$ cat config.mk
export PLATFORM = sky130hd
export DESIGN_NAME = msr_unit_top
export DESIGN_NICKNAME = d
export VERILOG_FILES = /design/src/msr_pkg.sv /design/src/msr_decode.sv /design/src/msr_execute.sv /design/src/msr_result.sv /design/src/msr_unit_top.sv /design/src/tsc_timer.sv
export SDC_FILE = /design/constraint.sdc
export NUM_CORES = 1
export LEC_CHECK = 0
export BUFFER_PORTS_ARGS = -buffer_cell sky130_fd_sc_hd__buf_4
export CAP_MARGIN = 20
export CORE_MARGIN = 10
export CORE_UTILIZATION = 46
export DETAILED_ROUTE_END_ITERATION = 10
export SLEW_MARGIN = 20
export SYNTH_ARGS = -nofsm -noshare
export SYNTH_HDL_FRONTEND = slang
export SYNTH_SLANG_ARGS = --single-unit
$ cat constraint.sdc
create_clock -name clk -period 4.9 [get_ports clk]
set_clock_uncertainty 0.2 [all_clocks]
set_input_delay 0 -clock clk [delete_from_list [all_inputs] [get_ports clk]]
set_output_delay 0 -clock clk [all_outputs]
set_load 0.02 [all_outputs]
$ cat src/msr_pkg.sv
// ======================================
// Shared widths, MSR map, TCR fields and
// credit depths for the MSR access unit
// Imported by every block of the unit
// ======================================
`default_nettype none

package msr_pkg;

   // Register and address widths
   localparam int DATA_W    = 32;
   localparam int ADDR_W    = 4;

   // TCR layout, compare field in the low bits
   localparam int TCR_CNT_W  = 29;
   localparam int TCR_EN_BIT = 29;
   localparam int TCR_I_BIT  = 30;
   localparam int TCR_P_BIT  = 31;

   // MSR address map
   localparam logic [ADDR_W-1:0] MSR_TSR  = 4'd0;
   localparam logic [ADDR_W-1:0] MSR_TCR  = 4'd1;
   localparam logic [ADDR_W-1:0] MSR_SCR0 = 4'd2;
   localparam int                SCR_NUM  = 4;
   localparam int                SCR_IW   = $clog2(SCR_NUM);

   // Flow control depths
   // Sender credits match the response queue depth
   localparam int CMD_CREDITS = 4;
   localparam int RSP_CREDITS = 2;

   // Derived counter widths
   localparam int QUEUE_AW  = $clog2(CMD_CREDITS);
   localparam int QCNT_W    = $clog2(CMD_CREDITS + 1);
   localparam int RSP_CNT_W = $clog2(RSP_CREDITS + 1);

   // Command opcodes
   typedef enum logic [1:0] {
      MSR_READ  = 2'd0,
      MSR_WRITE = 2'd1,
      MSR_SET   = 2'd2,   // OR with data
      MSR_CLR   = 2'd3    // AND with inverted data
   } msr_op_e;

   // Register select after decode
   typedef enum logic [1:0] {
      SEL_TSR  = 2'd0,
      SEL_TCR  = 2'd1,
      SEL_SCR  = 2'd2,
      SEL_NONE = 2'd3
   } msr_sel_e;

   // Response status
   typedef enum logic [0:0] {
      ST_OK       = 1'b0,
      ST_BAD_ADDR = 1'b1
   } msr_status_e;

   // Raw command from the sender
   typedef struct packed {
      msr_op_e             op;
      logic [ADDR_W-1:0]   addr;
      logic [DATA_W-1:0]   wdata;
   } msr_cmd_t;

   // Decoded command
   typedef struct packed {
      msr_op_e             op;
      msr_sel_e            sel;
      logic [SCR_IW-1:0]   idx;
      logic [DATA_W-1:0]   wdata;
   } msr_dec_t;

   // Response, old register value plus status
   typedef struct packed {
      msr_status_e         status;
      logic [DATA_W-1:0]   value;
   } msr_rsp_t;

endpackage

`default_nettype wire

$ cat src/msr_decode.sv
// ======================================
// Decode stage, registers each command
// and maps its address to a register select
// ======================================
`timescale 1ns/1ns
`default_nettype none

module msr_decode (
   input  logic               clk,
   input  logic               rst,
   input  logic               cmd_valid,
   input  msr_pkg::msr_cmd_t  cmd,
   output logic               dec_valid,
   output msr_pkg::msr_dec_t  dec
);

   import msr_pkg::*;

   msr_dec_t          dec_nxt;
   logic [ADDR_W-1:0] scr_off;

   // Offset into the scratch bank
   assign scr_off = cmd.addr - MSR_SCR0;

   // Address classification
   always_comb begin
      dec_nxt.op    = cmd.op;
      dec_nxt.wdata = cmd.wdata;
      dec_nxt.idx   = '0;
      if (cmd.addr == MSR_TSR) begin
         dec_nxt.sel = SEL_TSR;
      end else if (cmd.addr == MSR_TCR) begin
         dec_nxt.sel = SEL_TCR;
      end else if (scr_off < SCR_NUM) begin
         // Scratch range, wraps below MSR_SCR0 land above SCR_NUM
         dec_nxt.sel = SEL_SCR;
         dec_nxt.idx = scr_off[SCR_IW-1:0];
      end else begin
         // Anything past the last scratch register
         dec_nxt.sel = SEL_NONE;
      end
   end

   // Valid flag
   always_ff @(posedge clk) begin
      if (rst) begin
         dec_valid <= 1'b0;
      end else begin
         dec_valid <= cmd_valid;
      end
   end

   // Payload, loaded only on an accepted command
   always_ff @(posedge clk) begin
      if (cmd_valid) begin
         dec <= dec_nxt;
      end
   end

endmodule

`default_nettype wire

$ cat src/msr_execute.sv
// ======================================
// Execute stage, read-modify-write on the
// MSR bank and response register
// Holds scratch MSRs and the time-stamp counter
// ======================================
`timescale 1ns/1ns
`default_nettype none

module msr_execute (
   input  logic               clk,
   input  logic               rst,
   input  logic               dec_valid,
   input  msr_pkg::msr_dec_t  dec,
   output logic               ex_valid,
   output msr_pkg::msr_rsp_t  ex_rsp,
   output logic               tsc_irq
);

   import msr_pkg::*;

   logic [DATA_W-1:0] scr [SCR_NUM];
   logic [DATA_W-1:0] tsr;
   logic [DATA_W-1:0] tcr;
   logic [DATA_W-1:0] old_val;
   logic [DATA_W-1:0] new_val;
   logic              do_write;
   logic              tsr_we;
   logic              tcr_we;
   logic              scr_we;
   msr_rsp_t          rsp_nxt;

   // Old value mux, unmapped reads as zero
   always_comb begin
      case (dec.sel)
         SEL_TSR: old_val = tsr;
         SEL_TCR: old_val = tcr;
         SEL_SCR: old_val = scr[dec.idx];
         default: old_val = '0;
      endcase
   end

   // New value per opcode
   always_comb begin
      case (dec.op)
         MSR_WRITE: new_val = dec.wdata;
         MSR_SET:   new_val = old_val | dec.wdata;
         MSR_CLR:   new_val = old_val & ~dec.wdata;
         default:   new_val = old_val;
      endcase
   end

   // Reads and bad addresses write nothing
   assign do_write = dec_valid && (dec.op != MSR_READ) && (dec.sel != SEL_NONE);
   assign tsr_we   = do_write && (dec.sel == SEL_TSR);
   assign tcr_we   = do_write && (dec.sel == SEL_TCR);
   assign scr_we   = do_write && (dec.sel == SEL_SCR);

   // Scratch bank, architecturally zero after reset
   always_ff @(posedge clk) begin
      if (rst) begin
         for (int i = 0; i < SCR_NUM; i++) begin
            scr[i] <= '0;
         end
      end else if (scr_we) begin
         scr[dec.idx] <= new_val;
      end
   end

   tsc_timer u_tsc (
      .clk     (clk),
      .rst     (rst),
      .tsr_we  (tsr_we),
      .tcr_we  (tcr_we),
      .tsr_nxt (new_val),
      .tcr_nxt (new_val),
      .tsr     (tsr),
      .tcr     (tcr),
      .tsc_irq (tsc_irq)
   );

   // Response, old value or bad address
   assign rsp_nxt.status = (dec.sel == SEL_NONE) ? ST_BAD_ADDR : ST_OK;
   assign rsp_nxt.value  = old_val;

   always_ff @(posedge clk) begin
      if (rst) begin
         ex_valid <= 1'b0;
      end else begin
         ex_valid <= dec_valid;
      end
   end

   always_ff @(posedge clk) begin
      if (dec_valid) begin
         ex_rsp <= rsp_nxt;
      end
   end

endmodule

`default_nettype wire

$ cat src/msr_result.sv
// ======================================
// Result stage, response queue with
// response credits and command-credit return
// ======================================
`timescale 1ns/1ns
`default_nettype none

module msr_result (
   input  logic               clk,
   input  logic               rst,
   input  logic               ex_valid,
   input  msr_pkg::msr_rsp_t  ex_rsp,
   input  logic               rsp_credit,
   output logic               rsp_valid,
   output msr_pkg::msr_rsp_t  rsp,
   output logic               cmd_credit
);

   import msr_pkg::*;

   msr_rsp_t              q_mem [CMD_CREDITS];
   logic [QUEUE_AW-1:0]   wr_ptr;
   logic [QUEUE_AW-1:0]   rd_ptr;
   logic [QCNT_W-1:0]     q_cnt;
   logic [RSP_CNT_W-1:0]  crd_cnt;
   logic                  pop;

   // Head leaves when a response credit is held
   assign pop        = (q_cnt != '0) && (crd_cnt != '0);
   assign rsp_valid  = pop;
   assign rsp        = q_mem[rd_ptr];
   // Each departing response frees one sender slot
   assign cmd_credit = pop;

   // Queue storage, no overflow by credit sizing
   always_ff @(posedge clk) begin
      if (ex_valid) begin
         q_mem[wr_ptr] <= ex_rsp;
      end
   end

   // Pointers and fill level
   always_ff @(posedge clk) begin
      if (rst) begin
         wr_ptr <= '0;
         rd_ptr <= '0;
         q_cnt  <= '0;
      end else begin
         if (ex_valid) begin
            wr_ptr <= wr_ptr + 1'b1;
         end
         if (pop) begin
            rd_ptr <= rd_ptr + 1'b1;
         end
         case ({ex_valid, pop})
            2'b10:   q_cnt <= q_cnt + 1'b1;
            2'b01:   q_cnt <= q_cnt - 1'b1;
            default: q_cnt <= q_cnt;
         endcase
      end
   end

   // Response credits, return and spend may coincide
   always_ff @(posedge clk) begin
      if (rst) begin
         crd_cnt <= RSP_CNT_W'(RSP_CREDITS);
      end else begin
         case ({rsp_credit, pop})
            2'b10:   crd_cnt <= crd_cnt + 1'b1;
            2'b01:   crd_cnt <= crd_cnt - 1'b1;
            default: crd_cnt <= crd_cnt;
         endcase
      end
   end

endmodule

`default_nettype wire

$ cat src/msr_unit_top.sv
// ======================================
// MSR access unit top level
// Decode, execute and result in a row
// ======================================
`timescale 1ns/1ns
`default_nettype none

module msr_unit_top (
   input  logic               clk,
   input  logic               rst,
   input  logic               cmd_valid,
   input  msr_pkg::msr_cmd_t  cmd,
   output logic               cmd_credit,
   output logic               rsp_valid,
   output msr_pkg::msr_rsp_t  rsp,
   input  logic               rsp_credit,
   output logic               tsc_irq
);

   import msr_pkg::*;

   logic      dec_valid;
   msr_dec_t  dec;
   logic      ex_valid;
   msr_rsp_t  ex_rsp;

   msr_decode u_decode (
      .clk       (clk),
      .rst       (rst),
      .cmd_valid (cmd_valid),
      .cmd       (cmd),
      .dec_valid (dec_valid),
      .dec       (dec)
   );

   msr_execute u_execute (
      .clk       (clk),
      .rst       (rst),
      .dec_valid (dec_valid),
      .dec       (dec),
      .ex_valid  (ex_valid),
      .ex_rsp    (ex_rsp),
      .tsc_irq   (tsc_irq)
   );

   msr_result u_result (
      .clk        (clk),
      .rst        (rst),
      .ex_valid   (ex_valid),
      .ex_rsp     (ex_rsp),
      .rsp_credit (rsp_credit),
      .rsp_valid  (rsp_valid),
      .rsp        (rsp),
      .cmd_credit (cmd_credit)
   );

endmodule

`default_nettype wire

$ cat src/tsc_timer.sv
// ======================================
// Time-stamp counter with TSR, TCR and
// the compare interrupt, driven by execute
// ======================================
`timescale 1ns/1ns
`default_nettype none

module tsc_timer (
   input  logic                       clk,
   input  logic                       rst,
   input  logic                       tsr_we,
   input  logic                       tcr_we,
   input  logic [msr_pkg::DATA_W-1:0] tsr_nxt,
   input  logic [msr_pkg::DATA_W-1:0] tcr_nxt,
   output logic [msr_pkg::DATA_W-1:0] tsr,
   output logic [msr_pkg::DATA_W-1:0] tcr,
   output logic                       tsc_irq
);

   import msr_pkg::*;

   // Stored TCR without the pending bit
   logic [TCR_P_BIT-1:0]  tcr_r;
   // TCR as seen by counter and compare
   logic [DATA_W-1:0]     tcr_eff;
   logic [TCR_CNT_W-1:0]  tcr_cnt;
   logic                  tcr_en;
   logic                  tcr_i;
   logic                  irq_set;
   logic                  irq_clr;

   // Pending bit reads back as the live interrupt
   assign tcr = {tsc_irq, tcr_r};

   // Same-cycle write bypass
   assign tcr_eff = tcr_we ? tcr_nxt : tcr;
   assign tcr_cnt = tcr_eff[TCR_CNT_W-1:0];
   assign tcr_en  = tcr_eff[TCR_EN_BIT];
   assign tcr_i   = tcr_eff[TCR_I_BIT];

   always_ff @(posedge clk) begin
      if (rst) begin
         tcr_r <= '0;
      end else if (tcr_we) begin
         tcr_r <= tcr_nxt[TCR_P_BIT-1:0];
      end
   end

   // Write beats counting
   always_ff @(posedge clk) begin
      if (rst) begin
         tsr <= '0;
      end else if (tsr_we) begin
         tsr <= tsr_nxt;
      end else if (tcr_en) begin
         tsr <= tsr + 1'b1;
      end
   end

   // Compare on the low part of TSR
   assign irq_set = (tsr[TCR_CNT_W-1:0] == tcr_cnt) & tcr_i;
   // Software clears by writing P low
   assign irq_clr = tcr_we & ~tcr_nxt[TCR_P_BIT];

   // Sticky until cleared, clear wins
   always_ff @(posedge clk) begin
      if (rst) begin
         tsc_irq <= 1'b0;
      end else begin
         tsc_irq <= (tsc_irq | irq_set) & ~irq_clr;
      end
   end

endmodule

`default_nettype wire
==> flow_summary_export.csv <==
group,metric,value,unit
finish,layout_commonest_cell,"edfxtp_1",
detailed_routing,wl_per_cell,26.42,µm
floorplan,core,41110,µm²
detailed_routing,via_per_inst,6.078,
floorplan,pin_count,78,
placement,placed_cell_area,20470,µm²
timing,hold_viol,0,
clock_tree,cts_tree,"yes",
placement,io_buffers,77,
finish,finalNonFillerCells,2295,
placement,dp.cells,2132,
detailed_routing,route.vias.total,13950,
detailed_routing,wirelength,60640,µm
timing,relSlewSlack,24.39,%
global_route,grt_first_pass_wirelength,89470,µm
detailed_routing,first_pass_iters,5,
timing,slew_viol_final,0,
finish,stdcell_area,22790,µm²
detailed_routing,ant_nets,0,
synth,syn_avg_cell_area,12.14,µm²
pwr,power_density,404.7,nW/µm²
status,status,"finished clean",
clock_tree,clk_path_buf_depth,3,
finish,drive_gt1_share,16.68,%
floorplan,die_x,224.6,µm
synth,synth_ff_type,"edfxtp_1",
timing,worst_slew_pin_slew,1.134,ns
synth,synth_area,19260,µm²
clock_tree,ctsResizeCount,0,
timing,period_share,83.85,%
timing,rsz0062_at_grt,"false",
placement,globalplace.congestion,0.9736,
synth,synthCells,1587,
finish,final_cell_mix,"edfxtp_1, nor2_1, buf_4, dlygate4sd3_1, dfxtp_1",
synth,ys_seq_elements,410,
finish,final_util,55.44,%
synth,synth_edf_count,331,
floorplan,die_area,50460,µm²
hold_path,hold_path_depth,3,
synth,yosys_warnings,0,
global_route,overflow,0,
flow_run,cap_violations,0,
global_route,grt_pass1_vias,13460,
clock_tree,clockRootBuffer,"clkbuf_16",
placement,dpl.hpwl,41690,µm
worst_setup_path,worstPathRequired,5.00,ns
synth,synth-seq-area-share,59.81,%
timing,timing.fmax,0.2434,GHz
worst_setup_path,crit_fanout,22,
synth,syn-num-nets,1638,
worst_setup_path,r2r_cells,7,
clock_tree,clock_sinks,410,
worst_setup_path,crit_type,"register to register",
floorplan,rows,74,
pwr,vdd_drop_max,0.2935,mV
finish,synthToLayoutAreaGrowth,18.32,%
floorplan,initial_core_util,46.86,%
clock_tree,ctsHtreeMaxLevel,2,
detailed_routing,route.detailed.drc,0,
clock_tree,clk_pin_slew,0.06,ns
timing,timing.final.crit_period,4.109,ns
finish,fin_nets,1778,
worst_setup_path,end_kind,"register",
pwr,leakagePower,8.084,nW
finish,antenna_cells,0,
detailed_routing,detail_route.iter0.violations,1655,
hold_path,hold_path.class,"input pin to register",
global_route,antenna_found_initial,0,
worst_setup_path,worstPathArrival,4.21,ns
timing,setup_tns,0,ns
clock_tree,cts_buffers,44,
global_route,grt_max_degree,53,
timing,setup_viol,0,
worst_setup_path,cp-start-kind,"register",
global_route,track_usage,23.77,%
floorplan,die_y,224.6,µm
synth,async_reset_ff_share,0,%
synth,synth_cell_types,87,
clock_tree,clock_latency,0.60,ns
final cells by class:
| class | instances | area, µm² |
|---|---|---|
| Clock buffer | 50 | 1124 |
| Clock inverter | 32 | 402.9 |
| Fill cell | 3482 | 18320 |
| Inverter | 60 | 225.2 |
| Multi-Input combinational cell | 991 | 6995 |
| Sequential cell | 410 | 11530 |
| Tap cell | 532 | 665.6 |
| Timing Repair Buffer | 220 | 1852 |
final timing paths:
| check | startpoint | end | slack (ns) |
|---|---|---|---|
| worst max register to register | u_decode.dec[34]$_SDFFCE_PP0P_ | u_execute.scr[1][14]$_SDFFCE_PN0P_ | 0.79 |
| worst min register to register | u_result.q_cnt[2]$_SDFFE_PP0P_ | u_result.q_cnt[2]$_SDFFE_PP0P_ | 0.29 |
| worst min-delay path | rst | u_result.q_cnt[2]$_SDFFE_PP0P_ | 0.10 |
| worst max-delay path | u_decode.dec[34]$_SDFFCE_PP0P_ | u_execute.scr[1][14]$_SDFFCE_PN0P_ | 0.79 |
Yosys cell counts (all sizes together), types with 5 or more instances:
cell type / n / area share (%)
a222oi: 7 / 0.36
buf: 44 / 1.2
a221oi: 22 / 1.0
or2: 6 / 0.19
and3: 8 / 0.26
xnor2: 40 / 1.8
a21o: 7 / 0.27
o211ai: 6 / 0.23
xor2: 22 / 1.0
edfxtp: 331 / 52
nand3: 18 / 0.47
dfxtp: 79 / 8.2
mux4: 36 / 4.2
inv: 60 / 1.2
nand2b: 25 / 0.81
mux2: 22 / 1.3
o22a: 5 / 0.23
or3: 11 / 0.36
nor2b: 14 / 0.45
a22o: 12 / 0.59
a22oi: 10 / 0.39
a31oi: 11 / 0.36
a21oi: 47 / 1.2
o21ai: 38 / 1.0
a311oi: 5 / 0.23
clkbuf: 82 / 1.6
ha: 8 / 0.52
a2111oi: 6 / 0.27
a211oi: 57 / 2.2
o221ai: 5 / 0.23
nand3b: 6 / 0.23
nor4: 7 / 0.23
mux2i: 71 / 3.7
nor3: 23 / 0.62
nor2: 243 / 4.7
nor3b: 6 / 0.23
o22ai: 25 / 0.84
and4: 6 / 0.27
nand4: 9 / 0.29
a211o: 6 / 0.27
nand2: 65 / 1.3
a221o: 5 / 0.26
and2: 15 / 0.49
worst max-delay path: stages, from the launching register on:
cell and delay (ns):
edfxtp_1 0.77, buf_4 0.46, nor3b_1 0.10, buf_4 0.22, a222oi_1 0.81, mux2i_1 0.15
a221oi_1 0.97, nor2_1 0.11
per-layer routing:
metal | share of wire [%] | up-vias | track usage, %
met2 | 45 | 666 | 36.58
met4 | 3.7 | 0 | 10.07
li1 | - | 6235 | -
met3 | 7.7 | 133 | 4.346
met5 | 0 | - | 0
met1 | 43 | 6915 | 32.56
report_power, final:
part	total [mW]	internal, mW	leakage, nW	switching, mW
Combinational	1.65	0.681	3.50	0.972
Clock	3.48	2.05	0.735	1.43
Sequential	4.09	3.92	3.85	0.168
flip-flops by register name, summed over array words and instances, names as in the netlist, named ones only:
signal,flops
u_decode.dec,38
u_decode.dec_valid,1
u_execute.ex_rsp,33
u_execute.ex_valid,1
u_execute.scr,128
u_execute.u_tsc.tcr_r,31
u_execute.u_tsc.tsc_irq,1
u_execute.u_tsc.tsr,32
u_result.crd_cnt,2
u_result.q_cnt,3
u_result.q_mem,132
u_result.rd_ptr,2
u_result.wr_ptr,2
what timing repair did:
item,4_1_cts,5_1_grt
buffers inserted,0,0
hold buffers,78,0
endpoints found under the hold margin,147,0
per-stage QoR:
step           hold slack [ns]  setup slack, ns  power [mW]
3_5_place_dp          -0.02045           0.9491       5.746
3_3_place_gp          -0.02202            1.038       5.731
5_1_grt                 0.1282           0.7516       9.558
2_1_floorplan          -0.1011            1.282       5.111
4_1_cts                0.08071           0.9240       9.282
6_report                0.1002           0.7911       9.224
cells by family (layout without fill, tap and decap cells):
logic type                 after synthesis  count (layout)  synth area share [%]
AOI/OAI and AO/OA                      318             318                 12.13
xor gates and xnor gates                62              62                 2.819
adders and majority gates                9               9                0.6236
buffers and inverters                  186             362                 3.982
DFF                                    410             410                 59.81
muxes                                  129             129                 9.223
and+or+nand+nor                        473             473                 11.42
Power figures use the tool's default switching activity.
